`config.mk`:
```
export PLATFORM = sky130hd
export DESIGN_NAME = extension_queue
export DESIGN_NICKNAME = d
export VERILOG_FILES = /design/src/rtl/smem_pkg.sv /design/src/rtl/extension_queue.sv
export SDC_FILE = /design/constraint.sdc
export NUM_CORES = 1
export LEC_CHECK = 0
export CORE_MARGIN = 4
export CORE_UTILIZATION = 63
export CTS_CLUSTER_DIAMETER = 40
export DETAILED_ROUTE_END_ITERATION = 7
export DONT_BUFFER_PORTS = 1
export PLACE_DENSITY = 0.76
export SYNTH_ARGS = -nofsm -noshare
export SYNTH_HDL_FRONTEND = slang
export SYNTH_SLANG_ARGS = --single-unit
```
`constraint.sdc`:
```
create_clock -name clk_32ui_i -period 7.4 [get_ports clk_32ui_i]
set_input_delay 0.74 -clock clk_32ui_i [delete_from_list [all_inputs] [get_ports clk_32ui_i]]
set_output_delay 0.74 -clock clk_32ui_i [all_outputs]
set_load 0.01 [all_outputs]
```
`src/rtl/smem_pkg.sv`:
```
package smem_pkg;

	// ----------------------------------------
	// widths and sizes
	// ----------------------------------------
	localparam int CL             = 512; // cache line
	localparam int READ_NUM_WIDTH = 6;
	localparam int MAX_READ       = 64;
	localparam int POS_WIDTH      = 7;   // holds 0..64
	localparam int MAX_BASES      = 64;
	localparam int IV_WIDTH       = 32;  // interval bound
	localparam int QUEUE_DEPTH    = 8;   // default in-flight contexts

	// 0 = A, 1 = C, 2 = G, 3 = T
	typedef logic [1:0] base_t;

	// per-base occurrence counts returned by memory
	typedef struct packed {
		logic [IV_WIDTH-1:0] t;
		logic [IV_WIDTH-1:0] g;
		logic [IV_WIDTH-1:0] c;
		logic [IV_WIDTH-1:0] a;
	} occ_counts_t;

	// ----------------------------------------
	// load lines
	// ----------------------------------------
	typedef struct packed {
		logic [IV_WIDTH-1:0]            seq_len;
		logic [3:0][IV_WIDTH-1:0]       c_table; // indexed by base
	} param_line_t;

	typedef struct packed {
		logic [POS_WIDTH-1:0]           len;
		base_t [MAX_BASES-1:0]          bases;   // bases[0] is first
	} read_line_t;

	// first line of a batch is parameters, the rest are reads
	typedef union packed {
		struct packed {
			logic [CL-$bits(param_line_t)-1:0] pad;
			param_line_t                       line;
		} param;
		struct packed {
			logic [CL-$bits(read_line_t)-1:0]  pad;
			read_line_t                        line;
		} rd;
	} load_line_t;

	// ----------------------------------------
	// in-flight and finished reads
	// ----------------------------------------
	typedef struct packed {
		logic [READ_NUM_WIDTH-1:0] read_num;
		logic [POS_WIDTH-1:0]      pos;
		logic [IV_WIDTH-1:0]       k;
		logic [IV_WIDTH-1:0]       l;
	} context_t;

	typedef struct packed {
		logic [READ_NUM_WIDTH-1:0] read_num;
		logic [POS_WIDTH-1:0]      match_len;
		logic [IV_WIDTH-1:0]       k;
		logic [IV_WIDTH-1:0]       l;
	} result_t;

	// count for one base out of a response
	function automatic logic [IV_WIDTH-1:0] occ_pick(input occ_counts_t occ, input base_t b);
		case (b)
			2'd0: return occ.a;
			2'd1: return occ.c;
			2'd2: return occ.g;
			default: return occ.t;
		endcase
	endfunction

endpackage

```
`src/rtl/extension_queue.sv`:
```
`timescale 1ns/10ps

module extension_queue #(
	parameter int QUEUE_DEPTH = smem_pkg::QUEUE_DEPTH
) (
	input  logic                               clk_32ui_i,
	input  logic                               reset_i,
	input  logic                               push_i,
	input  smem_pkg::context_t                 push_ctx_i,
	input  logic                               pop_i,
	output smem_pkg::context_t                 head_ctx_o,
	output logic [$clog2(QUEUE_DEPTH+1)-1:0]   count_o
);
	import smem_pkg::*;

	localparam int PTR_W = $clog2(QUEUE_DEPTH);

	context_t          ctx_mem [QUEUE_DEPTH];
	logic [PTR_W-1:0]  wr_ptr;
	logic [PTR_W-1:0]  rd_ptr;

	// wraps for depths that are not a power of two
	function automatic logic [PTR_W-1:0] ptr_next(input logic [PTR_W-1:0] p);
		if (p == PTR_W'(QUEUE_DEPTH - 1))
			return '0;
		return p + 1'b1;
	endfunction

	// ----------------------------------------
	// pointers and occupancy
	// ----------------------------------------
	always_ff @(posedge clk_32ui_i) begin
		if (reset_i) begin
			wr_ptr  <= '0;
			rd_ptr  <= '0;
			count_o <= '0;
		end else begin
			if (push_i)
				wr_ptr <= ptr_next(wr_ptr);
			if (pop_i)
				rd_ptr <= ptr_next(rd_ptr);
			case ({push_i, pop_i})
				2'b10:   count_o <= count_o + 1'b1;
				2'b01:   count_o <= count_o - 1'b1;
				default: count_o <= count_o; // both or neither
			endcase
		end
	end

	always_ff @(posedge clk_32ui_i) begin
		if (push_i)
			ctx_mem[wr_ptr] <= push_ctx_i;
	end

	// oldest request sits at the head, matching in-order responses
	assign head_ctx_o = ctx_mem[rd_ptr];

endmodule

```
==> reports/metrics.csv <==
stage;metric;value;unit
pwr;worst IR drop on VDD;0.0002150;V
worst_setup_path;critical path required time;6660;ps
global_route;first-pass GRT wire length;67.52;mm
synthesis;Net Count, Synth;1048;
cts;TritonCTS Sinks;629;
global_route;initial antenna violation count;0;
floorplan;FP Rows;71;
sta;RSZ-0062 raised after global routing;no;
finish;most frequent cells in the layout;616 x edfxtp_1, 154 x mux4_2, 73 x clkbuf_16;
worst_setup_path;CP Class;reg2out;
sta;minimum clock period;4038;ps
sta;worst clock skew;20.29;ps
finish;diode count;0;
routing;DRT iter0 DRCs;730;
worst_setup_path;CP startpoint kind;flop;
run;total of max-cap violations;0;
synthesis;Cells after Synth;960;
routing;antenna-violating nets left;0;
synthesis;EDFF count, synth;616;
cts;Root Buffer;clkbuf_16;
worst_setup_path;FF-to-FF path depth;4;
worst_setup_path;flop2flop setup slack;4590;ps
global_route;GR Util All Layers;0.2198;
finish;nets@finish;1095;
pwr;Net Sw Frac;0.2006;
worst_setup_path;critical path arrival;3300;ps
placement;port bufs;0;
worst_hold_path;Worst Hold Class;in2reg;
worst_setup_path;CP Capture Type;output port;
routing;WL final;43.74;mm
global_route;pin count of the biggest net entering global routing;75;
pwr;part of the power in combinational logic;0.054;
finish;commonest non-fill, non-tap cell in the layout;edfxtp_1;
placement;gpl congestion;0.6959;
synthesis;Synth warnings;0;
synthesis;top cell type's share of synthesized area;0.7708;
pwr;Pint;0.006220;W
cts;Reg clk slew, reported paths;60;ps
synthesis;Yosys top cell by area;edfxtp_1;
cts;clk_lat worst skew;570;ps
finish;share of post-route cells with drive strength above 1;0.3412;
synthesis;dominant cells by area after synthesis;edfxtp_1 77%, mux4_2 14%, mux2_4 3.8%;
floorplan;Initial Utilization;0.6387;
floorplan;die span in x;203.2;um
routing;routed length per instance;27.88;um
synthesis;ys async rst share;0;
pwr;Leak;8.392;nW
sta;Max Slew Vio Count;0;
cts;CTS Hold Bufs;0;
routing;1st-pass router iterations;5;
cts;post-CTS setup repair buffer count;0;
pwr;Power Dens Cells;290.4;nW/um^2
cts;CTS Buf Count;68;
sta;Rel. slew slack;0.3080;
routing;routed vias/inst;6.282;
sta;Hold Vio Cnt, Final;0;
sta;Fmax;0.2477;GHz
floorplan;DIE AREA;41280;um^2
synthesis;area of the mapped netlist;24000;um^2
synthesis;Synth Flop Type;edfxtp_1;
global_route;total congestion overflow;0;
pwr;total power;0.007782;W
routing;DRC;0;
floorplan;# IOs;162;
synthesis;post-synthesis register bit count;629;
synthesis;post-synthesis sequential area ratio;0.7816;
sta;Worst-Margin Slew;1038;ps
pwr;sequential power share;0.519;
worst_setup_path;critical-path maximum fanout;72;
sta;Final setup viols;0;
worst_setup_path;crit path capture;head_ctx_o[51];
placement;post-detail-place hpwl;22.24;mm
run_status;outcome;finished clean;
pwr;Psw;0.001561;W
finish;Area Growth Syn to Fin;11.65;%
cts;CTS Buffer Depth;3;
cts;CTS HTree Levels;3;
cts;Resized Gates After CTS;0;
sta;final period utilization;0.5456;
pwr;clock share of power;0.427;
global_route;vias in the first global route;10945;
floorplan;Die Height;203.2;um
routing;Vias;9856;
cts;TritonCTS clock tree;built;
worst_setup_path;reg2reg start;wr_ptr[0]$_SDFFE_PP0P_;
synthesis;Synth Area per Inst;25.00;um^2
floorplan;core footprint;37580;um^2
sta;Fin Setup TNS;0;ps
synthesis;count of cell types in the netlist;26;
worst_setup_path;Reg-to-Reg End;ctx_mem[6][25]$_DFFE_PP_;
worst min path at each step:
| stage | from | cells past startpoint | endpoint | slack (ps) |
|---|---|---|---|---|
| after detailed placement | rd_ptr[1]$_SDFFE_PP0P_ | 2 | flop | 490 |
| after global placement | rd_ptr[1]$_SDFFE_PP0P_ | 2 | flop | 460 |
| after global routing | reset_i | 1 | count_o[2]$_SDFFE_PP0P_ | 210 |
| final | reset_i | 1 | count_o[2]$_SDFFE_PP0P_ | 240 |
| after CTS | reset_i | 1 | count_o[2]$_SDFFE_PP0P_ | 210 |
| after floorplan | rd_ptr[1]$_SDFFE_PP0P_ | 2 | flop | 460 |
flip-flops by register name (all words and copies together) (netlist names), named ones only:
| register | cells |
|---|---|
| ctx_mem | 616 |
| count_o | 4 |
| rd_ptr | 3 |
| wr_ptr | 3 |
cell type report:
class,instances,area [um^2]
flip-flops and latches,629,18770
fillers,2147,10780
clock buffers,94,1916
multi-input cells,286,4981
inverters,1,3.754
clock inverters,27,315.3
repair buffers,21,170.2
well taps,511,639.4
power by group through the flow:
stage | Sequential [W] | Combinational, W | Clock, W
2_1_floorplan | 0.00409 | 0.000376 | 0
3_3_place_gp | 0.00411 | 0.000425 | 0
3_5_place_dp | 0.00411 | 0.000431 | 0
4_1_cts | 0.00404 | 0.000435 | 0.00338
5_1_grt | 0.00405 | 0.000455 | 0.00356
6_report | 0.00404 | 0.000423 | 0.00332
synthesized netlist by cell type (2+ instances only):
cell type and number:
mux2_2 18, nor2_1 17, ha_1 7, buf_2 20, a21oi_1 4, mux2i_1 5, clkbuf_1 13, nand2b_1 5
xor2_1 3, edfxtp_1 616, nand2_1 3, dfxtp_1 13, nor3_1 2, mux4_2 154, mux2_4 60, o21ai_0 2
buf_1 3, buf_12 7
metal layers:
| metal | vias up | share of wire | wire (um) | GRT usage |
|---|---|---|---|---|
| met5 | - | 0 | 0 | 0 |
| li1 | 4189 | - | - | - |
| met3 | 51 | 0.079 | 3471 | 0.06503 |
| met1 | 5281 | 0.39 | 17080 | 0.2950 |
| met2 | 335 | 0.51 | 22390 | 0.3596 |
| met4 | 0 | 0.018 | 809 | 0.06480 |
critical path, cell delays in order (launching register included):
cell and delay [ps]:
dfxtp_4 1010, buf_4 930, mux4_2 430, mux2_4 320
through the flow:
stage	hold WS (ps)	area, um^2	instances	setup slack (ps)	util
2_1_floorplan	462.8	24000	960	719.9	-
3_3_place_gp	464.8	24560	1448	3895	0.6537
3_5_place_dp	485.1	24560	1448	3884	0.6537
4_1_cts	210.2	26790	1569	3269	0.7130
5_1_grt	206.8	26790	1569	3114	0.7130
6_report	243.7	26790	1569	3362	0.7130
cells by family after synthesis:
| group | share of synthesized area |
|---|---|
| fa+ha+maj | 0.003649 |
| buf+inv | 0.01314 |
| xor+xnor | 0.001095 |
| flops | 0.7816 |
| compound gates | 0.001929 |
| mux | 0.1926 |
| simple gates | 0.005996 |
Note: power is estimated with default switching activity, not from simulation.
