[src/rtl/smem_pkg.sv]
package smem_pkg;

	// ----------------------------------------
	// widths and sizes
	// ----------------------------------------
	localparam int CL             = 512; // cache line
	localparam int READ_NUM_WIDTH = 6;
	localparam int MAX_READ       = 64;
	localparam int POS_WIDTH      = 7;   // holds 0..64
	localparam int MAX_BASES      = 64;
	localparam int IV_WIDTH       = 32;  // interval bound
	localparam int QUEUE_DEPTH    = 8;   // default in-flight contexts

	// 0 = A, 1 = C, 2 = G, 3 = T
	typedef logic [1:0] base_t;

	// per-base occurrence counts returned by memory
	typedef struct packed {
		logic [IV_WIDTH-1:0] t;
		logic [IV_WIDTH-1:0] g;
		logic [IV_WIDTH-1:0] c;
		logic [IV_WIDTH-1:0] a;
	} occ_counts_t;

	// ----------------------------------------
	// load lines
	// ----------------------------------------
	typedef struct packed {
		logic [IV_WIDTH-1:0]            seq_len;
		logic [3:0][IV_WIDTH-1:0]       c_table; // indexed by base
	} param_line_t;

	typedef struct packed {
		logic [POS_WIDTH-1:0]           len;
		base_t [MAX_BASES-1:0]          bases;   // bases[0] is first
	} read_line_t;

	// first line of a batch is parameters, the rest are reads
	typedef union packed {
		struct packed {
			logic [CL-$bits(param_line_t)-1:0] pad;
			param_line_t                       line;
		} param;
		struct packed {
			logic [CL-$bits(read_line_t)-1:0]  pad;
			read_line_t                        line;
		} rd;
	} load_line_t;

	// ----------------------------------------
	// in-flight and finished reads
	// ----------------------------------------
	typedef struct packed {
		logic [READ_NUM_WIDTH-1:0] read_num;
		logic [POS_WIDTH-1:0]      pos;
		logic [IV_WIDTH-1:0]       k;
		logic [IV_WIDTH-1:0]       l;
	} context_t;

	typedef struct packed {
		logic [READ_NUM_WIDTH-1:0] read_num;
		logic [POS_WIDTH-1:0]      match_len;
		logic [IV_WIDTH-1:0]       k;
		logic [IV_WIDTH-1:0]       l;
	} result_t;

	// count for one base out of a response
	function automatic logic [IV_WIDTH-1:0] occ_pick(input occ_counts_t occ, input base_t b);
		case (b)
			2'd0: return occ.a;
			2'd1: return occ.c;
			2'd2: return occ.g;
			default: return occ.t;
		endcase
	endfunction

endpackage

[src/rtl/forward_extend.sv]
`timescale 1ns/10ps

module forward_extend #(
	parameter int QUEUE_DEPTH = smem_pkg::QUEUE_DEPTH
) (
	input  logic                                  clk_32ui_i,
	input  logic                                  reset_i,
	input  logic                                  DRAM_get_i,
	input  smem_pkg::occ_counts_t                 cnt_k_i,
	input  smem_pkg::occ_counts_t                 cnt_l_i,
	input  smem_pkg::context_t                    head_ctx_i,
	input  logic [$clog2(QUEUE_DEPTH+1)-1:0]      queue_count_i,
	output logic                                  pop_o,
	output logic                                  push_o,
	output smem_pkg::context_t                    push_ctx_o,
	input  logic                                  new_read_valid_i,
	input  smem_pkg::context_t                    new_ctx_i,
	output logic                                  new_read_o,
	output logic [smem_pkg::READ_NUM_WIDTH-1:0]   lookup_read_num_o,
	output logic [smem_pkg::POS_WIDTH-1:0]        lookup_pos_o,
	input  smem_pkg::base_t                       lookup_base_i,
	input  logic [smem_pkg::POS_WIDTH-1:0]        lookup_len_i,
	input  logic [3:0][smem_pkg::IV_WIDTH-1:0]    c_table_i,
	output logic                                  DRAM_valid_o,
	output logic [smem_pkg::IV_WIDTH-1:0]         addr_k_o,
	output logic [smem_pkg::IV_WIDTH-1:0]         addr_l_o,
	output logic [smem_pkg::READ_NUM_WIDTH-1:0]   DRAM_read_num_o,
	output logic                                  result_valid_o,
	output smem_pkg::result_t                     result_o
);
	import smem_pkg::*;

	localparam int CNT_W = $clog2(QUEUE_DEPTH + 1);

	logic [IV_WIDTH-1:0]   new_k;
	logic [IV_WIDTH-1:0]   new_l;
	logic [POS_WIDTH-1:0]  new_pos;

	logic                  s1_valid;  // registered response
	logic                  s1_finish;
	context_t              s1_ctx;    // pos holds match_len when finishing

	logic                  recirc;
	logic                  admit;
	context_t              issue_ctx;

	// ----------------------------------------
	// response stage
	// ----------------------------------------
	assign pop_o             = DRAM_get_i;
	assign lookup_read_num_o = head_ctx_i.read_num;
	assign lookup_pos_o      = head_ctx_i.pos;

	assign new_k   = c_table_i[lookup_base_i] + occ_pick(cnt_k_i, lookup_base_i);
	assign new_l   = c_table_i[lookup_base_i] + occ_pick(cnt_l_i, lookup_base_i);
	assign new_pos = head_ctx_i.pos + 1'b1;

	always_ff @(posedge clk_32ui_i) begin
		if (reset_i)
			s1_valid <= 1'b0;
		else
			s1_valid <= DRAM_get_i;
	end

	always_ff @(posedge clk_32ui_i) begin
		if (DRAM_get_i) begin
			s1_ctx.read_num <= head_ctx_i.read_num;
			if (new_l <= new_k) begin
				// empty interval keeps the old match
				s1_finish  <= 1'b1;
				s1_ctx.pos <= head_ctx_i.pos;
				s1_ctx.k   <= head_ctx_i.k;
				s1_ctx.l   <= head_ctx_i.l;
			end else begin
				s1_finish  <= (new_pos == lookup_len_i); // whole read matched
				s1_ctx.pos <= new_pos;
				s1_ctx.k   <= new_k;
				s1_ctx.l   <= new_l;
			end
		end
	end

	// ----------------------------------------
	// issue stage
	// ----------------------------------------
	// recirculation first, new read only with a spare slot
	assign recirc    = s1_valid && !s1_finish;
	assign admit     = !recirc && new_read_valid_i && (queue_count_i < CNT_W'(QUEUE_DEPTH - 1));
	assign issue_ctx = recirc ? s1_ctx : new_ctx_i;

	assign push_o     = recirc || admit;
	assign push_ctx_o = issue_ctx;
	assign new_read_o = admit;

	always_ff @(posedge clk_32ui_i) begin
		if (reset_i) begin
			DRAM_valid_o   <= 1'b0;
			result_valid_o <= 1'b0;
		end else begin
			DRAM_valid_o   <= push_o;
			result_valid_o <= s1_valid && s1_finish;
		end
	end

	always_ff @(posedge clk_32ui_i) begin
		addr_k_o        <= issue_ctx.k;
		addr_l_o        <= issue_ctx.l;
		DRAM_read_num_o <= issue_ctx.read_num;
		result_o        <= '{
			read_num:  s1_ctx.read_num,
			match_len: s1_ctx.pos,
			k:         s1_ctx.k,
			l:         s1_ctx.l
		};
	end

endmodule

[config.mk]
export PLATFORM = sky130hd
export DESIGN_NAME = forward_extend
export DESIGN_NICKNAME = d
export VERILOG_FILES = /design/src/rtl/smem_pkg.sv /design/src/rtl/forward_extend.sv
export SDC_FILE = /design/constraint.sdc
export NUM_CORES = 1
export LEC_CHECK = 0
export ABC_AREA = 1
export BUFFER_PORTS_ARGS = -buffer_cell sky130_fd_sc_hd__buf_4
export CELL_PAD_IN_SITES_DETAIL_PLACEMENT = 0
export CELL_PAD_IN_SITES_GLOBAL_PLACEMENT = 1
export CORE_AREA = 10 10 298 300
export CTS_CLUSTER_DIAMETER = 30
export DETAILED_ROUTE_END_ITERATION = 12
export DIE_AREA = 0 0 308 310
export HOLD_SLACK_MARGIN = 0.03
export PLACE_DENSITY = 0.51
export SYNTH_ARGS = -nofsm -noshare
export SYNTH_HDL_FRONTEND = slang
export SYNTH_SLANG_ARGS = --single-unit
[constraint.sdc]
create_clock -name clk_32ui_i -period 5.7 [get_ports clk_32ui_i]
set_input_delay 0.855 -clock clk_32ui_i [delete_from_list [all_inputs] [get_ports clk_32ui_i]]
set_output_delay 0.855 -clock clk_32ui_i [all_outputs]
set_load 0.02 [all_outputs]
==> flow_summary.toml, run 1 <==
[cells_and_area]
nFillCells = 9222
mostFrequentLayoutCells = "nand2_1 (1082), buf_4 (856), inv_1 (370), dfxtp_1 (150), nand3_1 (136)"
utilization_pct = 30.0
syn_to_final_growth_pct = 56.4
design_area_mm2 = 0.0248
drive_above_1_share_pct = 28.6
final_nets = 3946
final_common_cell = "nand2_1"
multi_input_area_mm2 = 0.00867
register_area_mm2 = 0.00535
fin_cells = 4409

[placement]
pre_cts_slack_ns = -0.116
io_buffers = 796
dp_hpwl_mm = 83.8
place_congestion = 0.875
placed_area_mm2 = 0.0235
numPlacedInstances = 4331

[power]
p_int_mw = 5.65
report.power.total_mw = 9.73
power.switching_mw = 4.08
power_leakage_nw = 13.7
comb_power_share_pct = 47.8
clkPwrFrac_pct = 25.2
p_per_area_mw_per_mm2 = 392
p_seq_share_pct = 27.1
netSwitchingFraction_pct = 41.9
ir_drop_mv = 0.194

[floorplanning]
die_area_mm2 = 0.0955
boundaryPins = 797
initial_utilization_pct = 19.2
die_w_um = 308
core_area_mm2 = 0.0829
die_y_um = 310
rows = 106

[grt]
antenna_found_initial = 7
grt_max_degree = 79
grt_pass1_vias = 20000
grtUsageTotal_pct = 18.7
grt_overflow = 0
grt_pass1_wl_mm = 133

[sta]
hold_viol = 0
fin_crit_sh_pct = 92.0
fin_crit_ns = 5.24
final.setup_skew_ns = 0.0315
setup_viol = 0
tightest_slew_ns = 0.864
rsz0062_at_grt = "false"
setup_tns_ns = 0
drv_slew = 0
fmax_mhz = 191
slew-limit-headroom_pct = 42.4
holdWs_ns = 0.369
setup_slack_ns = 0.455

[clocking]
cts_max_level = 2
cts_root_buf = "clkbuf_16"
cts.sinks = 228
cts_buffers = 41
cts_tree = "yes"
clock_path_buffers = 3
post_cts.repair.setup_buffers = 0
clkTransAtPathRegs_ns = 0.06
clk_latency_ns = 0.54
cts_hold_buf = 0
ctsResizeCount = 0

[setup_path]
end_kind = "flip-flop"
critPathLaunchType = "input port"
cp.required_ns = 5.96
critPathMaxFanout = 33
crit_type = "input port to flip-flop"
arrival_ns = 5.51

[logic_synthesis]
synth.avg_cell_area_um2 = 6.42
synth_cells = 2476
yosysWarnings = 0
synth_nets = 3128
synth_area_mm2 = 0.0159
yosysSeqAreaShare_pct = 33.6
ys_ff_latch = 228
synth.distinct_cells = 39

[detailed_routing]
drc = 0
wire_per_inst_um = 21.4
drtIter0Drc = 740
drt_wl_total_mm = 94.5
postRouteAntennaNets = 0
first_pass_iters = 5
num_vias = 18900
vias_per_cell = 4.29

[run_status]
run_status = "finished, final reports clean"

[run]
drv_cap = 0

[hold_path]
hp-class = "flip-flop to flip-flop"
[registers in the layout (all words and copies together) (netlist names)]
| register | cells |
|---|---|
| s1_ctx | 77 |
| s1_valid | 1 |
| result_valid_o | 1 |
| s1_finish | 1 |
| result_o | 77 |
| DRAM_read_num_o | 6 |
| addr_k_o | 32 |
| DRAM_valid_o | 1 |
| addr_l_o | 32 |
[cell families (layout without fill, tap and decap cells)]
family | count (synthesis) | in the layout | synth area share (%)
and+or+nand+nor | 1388 | 1388 | 34.9
xor gates and xnor gates | 41 | 41 | 2.26
buffers and inverters | 465 | 1315 | 11.9
adders and majority gates | 97 | 97 | 7.73
DFF | 228 | 228 | 33.6
other | 0 | 3 | 0
AOI/OAI and AO/OA | 257 | 257 | 9.52
[Yosys cell counts]
master    number  share of area, %
nand2_2        1             0.039
nand4_1       26               1.0
and2_1         6              0.24
nand2_1     1084                26
nand3b_1       6              0.28
a21oi_4        1              0.10
buf_2         20              0.63
clkbuf_1      47               1.1
nor2_2         1             0.039
o22ai_1        3              0.12
xnor2_1        8              0.44
o21a_1         3              0.14
buf_6          9              0.64
edfxtp_1      78                15
a22oi_1       75               3.5
nor2_1       110               2.6
a21oi_1       41               1.3
nand2_4        1             0.071
a311oi_1       1             0.055
o21bai_1       2             0.094
dfxtp_1      150                19
buf_4         15              0.71
and3_1         3              0.12
nor3_1         6              0.19
a21oi_2        1             0.055
nor4_1         4              0.16
clkinv_1       1             0.024
inv_1        370               8.7
and3b_1        1             0.055
a21o_1         1             0.047
or2_2          2             0.079
xor2_1        33               1.8
ha_1          95               7.5
nand2_8        1              0.13
buf_1          3             0.071
nand3_1      136               4.3
a31oi_1        1             0.039
fa_1           2              0.25
o21ai_0      128               4.0
[area by class of cell]
cell class | count | area share [%]
diodes | 3 | 0.0302
clock buffers | 51 | 4.49
clock inverters | 24 | 1.09
inverters | 371 | 5.61
multi-input cells | 1783 | 34.9
flip-flops and latches | 228 | 21.5
well taps | 1080 | 5.44
repair buffers | 869 | 26.9
[worst paths after layout]
| check | start | end | slack [ns] | cells after the start |
|---|---|---|---|---|
| worst max register to register | s1_finish$_SDFFCE_PP1P_ | DRAM_valid_o$_SDFF_PP0_ | 3.54 | 7 |
| worst min-delay path | s1_ctx[67]$_DFFE_PP_ | result_o[67]$_DFF_P_ | 0.37 | 0 |
| worst max-delay path | lookup_base_i[0] | s1_ctx[14]$_DFFE_PP_ | 0.46 | 28 |
| worst min register to register | s1_ctx[67]$_DFFE_PP_ | result_o[67]$_DFF_P_ | 0.37 | 0 |
[critical path, cell delays in order]
cell,delay (ns)
buf_4,0.15
inv_1,0.08
nor2_4,0.33
buf_12,0.25
buf_4,0.21
nand2_1,0.07
nand3_1,0.07
o21ai_0,0.09
inv_1,0.09
ha_1,0.36
nand2_1,0.15
nor2_1,0.22
nand2_1,0.17
nor4_1,0.48
nand2_1,0.15
nand3_1,0.09
nand2_1,0.11
ha_1,0.30
nand2_1,0.07
nor2_1,0.13
and2_1,0.17
and3b_1,0.22
nand2_2,0.11
nand2_4,0.13
nand2_8,0.09
buf_4,0.19
nand2_1,0.07
nand2_1,0.05
[routing by layer]
layer / share of wire, % / track usage, % / vias to the layer above
li1: - / - / 9405
met5: 0.061 / 0 / -
met3: 6.9 / 4.57 / 113
met2: 51 / 35.2 / 683
met1: 38 / 20.4 / 8690
met4: 3.3 / 6.06 / 10
[power by group through the flow]
stage / registers, mW / logic (mW) / clock network (mW)
2_1_floorplan: 2.92 / 2.15 / 0
3_3_place_gp: 2.69 / 4.71 / 0
3_5_place_dp: 2.69 / 4.74 / 0
4_1_cts: 2.66 / 4.75 / 2.52
5_1_grt: 2.70 / 5.14 / 2.58
6_report: 2.63 / 4.65 / 2.45
(Power assumes the default switching activity.)
==> run 2, diff against run 1 <==
- CORE_AREA: 10 10 298 300 -> 10 10 304 306
- DIE_AREA: 0 0 308 310 -> 0 0 314 316
- clock period: 5.7 -> 4.49 ns (I/O delays scaled with it)
==> run 2 against run 1 <==
Sequential share of layout area down 3.6 points. Flip-flop and latch count unchanged. Critical endpoint is now s1_finish$_SDFFCE_PP1P_. Clock skew down 0.014 ns. Worst hold slack worse by 0.037 ns.
==> flow_summary.toml, run 2 (synthesis gave the netlist of run 1 again) <==
[run_status]
run_status = "finished, final reports clean"

[grt]
grt_pass1_vias = 21000
grtUsageTotal_pct = 18.7
grt_overflow = 0
grt_pass1_wl_mm = 138
antenna_found_initial = 4
grt_max_degree = 46

[power]
p_per_area_mw_per_mm2 = 478
ir_drop_mv = 0.288
power_leakage_nw = 15.8

[placement]
io_buffers = 796
dp_hpwl_mm = 85.5
numPlacedInstances = 4730
place_congestion = 0.854

[floorplanning]
die_area_mm2 = 0.0992
core_area_mm2 = 0.0862
die_w_um = 314
die_y_um = 316
boundaryPins = 797
initial_utilization_pct = 18.4
rows = 108

[detailed_routing]
drt_wl_total_mm = 98.5
drc = 0
postRouteAntennaNets = 0
vias_per_cell = 4.09
drtIter0Drc = 770
num_vias = 19800
wire_per_inst_um = 20.3
first_pass_iters = 6

[hold_path]
hp-class = "input port to flip-flop"

[sta]
final.setup_skew_ns = 0.0176
fin_crit_ns = 4.27
fmax_mhz = 234
hold_viol = 0
tightest_slew_ns = 0.669
fin_crit_sh_pct = 95.2
slew-limit-headroom_pct = 55.4
setup_viol = 0
holdWs_ns = 0.333
drv_slew = 0

[cells_and_area]
final_nets = 4316
multi_input_area_mm2 = 0.0104
final_common_cell = "buf_4"
nFillCells = 9482
fin_cells = 4854
register_area_mm2 = 0.00535
reg_top3 = "result_o: 77 flops, s1_ctx: 77 flops"
drive_above_1_share_pct = 44.6
mostFrequentLayoutCells = "buf_4 (1186), nand2_1 (965), inv_1 (358), dfxtp_1 (150), nand3_1 (117)"
syn_to_final_growth_pct = 87.5

[setup_path]
crit_type = "input port to flip-flop"
arrival_ns = 4.55
ff2ff_setup_slack_ns = 2.54
end_kind = "flip-flop"
critPathLaunchType = "input port"
critPathMaxFanout = 7
cp.required_ns = 4.77

[clocking]
cts_buffers = 42
cts.sinks = 228
clock_path_buffers = 3
cts_max_level = 2
clkTransAtPathRegs_ns = 0.05
clk_latency_ns = 0.54
cts_root_buf = "clkbuf_16"
cts_tree = "yes"

[run]
drv_cap = 0
## run 2: per-layer routing
layer	wire length, µm	GRT usage [%]
met1	39800	21.3
met3	5890	4.08
met5	16	0
met4	1960	4.42
met2	50800	35.0
## run 2: critical path, cell delays in order
cell and delay [ns]:
buf_12 0.12, inv_1 0.06, nor2_2 0.04, buf_12 0.13
buf_4 0.17, a22oi_1 0.19, nand2_1 0.20, ha_1 0.38
nand2_1 0.10, nor2_1 0.16, and3_1 0.25, and2_1 0.16
nand2_2 0.08, nand2_1 0.07, nand2_1 0.08, nand2_4 0.11
inv_1 0.08, ha_4 0.28, nand2_2 0.06, nor2_2 0.07
and2_4 0.16, and3b_2 0.24, nand2_4 0.08, buf_4 0.14
a21oi_4 0.15, buf_12 0.14, buf_6 0.10, nand2_1 0.04
## run 2: final timing paths
check,from,to,depth (start not counted)
setup / recovery,lookup_base_i[1],s1_finish$_SDFFCE_PP1P_,28
hold / removal,head_ctx_i[76],s1_ctx[76]$_DFFE_PP_,1
setup reg to reg,s1_finish$_SDFFCE_PP1P_,addr_k_o[17]$_DFF_P_,5
hold reg to reg,s1_ctx[38]$_DFFE_PP_,result_o[38]$_DFF_P_,0
## run 2: final cells by class
| type | count | share of cell area [%] |
|---|---|---|
| Tap cell | 1155 | 4.85 |
| Clock buffer | 50 | 3.94 |
| Clock inverter | 26 | 0.760 |
| Multi-Input combinational cell | 1783 | 35.0 |
| Timing Repair Buffer | 1238 | 32.8 |
| Antenna cell | 3 | 0.0252 |
| Inverter | 371 | 4.68 |
| Sequential cell | 228 | 17.9 |
## run 2: through the flow
stage	worst slack (ns)	area [µm²]	setup TNS [ns]	total power [mW]	utilization [%]
after floorplan	0.0115	15900	0	6.44	-
after global placement	-1.26	26000	-83.44	10.2	30.2
after detailed placement	-1.24	26000	-83.86	10.2	30.2
after CTS	0.00240	28300	0	13.9	32.8
after global routing	-0.0284	29800	-0.147	15.2	34.5
final	0.217	29800	0	14.2	34.6
## run 2: report_power, final
part | leakage (nW) | internal (mW) | switching (mW)
Combinational | 13.1 | 3.51 | 4.27
Clock | 0.691 | 2.00 | 1.14
Sequential | 2.03 | 2.99 | 0.339
## run 2: what timing repair did
action	in CTS	in global routing
cloned	4	3
hold buffers	0	0
setup endpoints to repair	72	72
pin swaps	22	84
gates resized for setup	125	318
buffers inserted	19	21
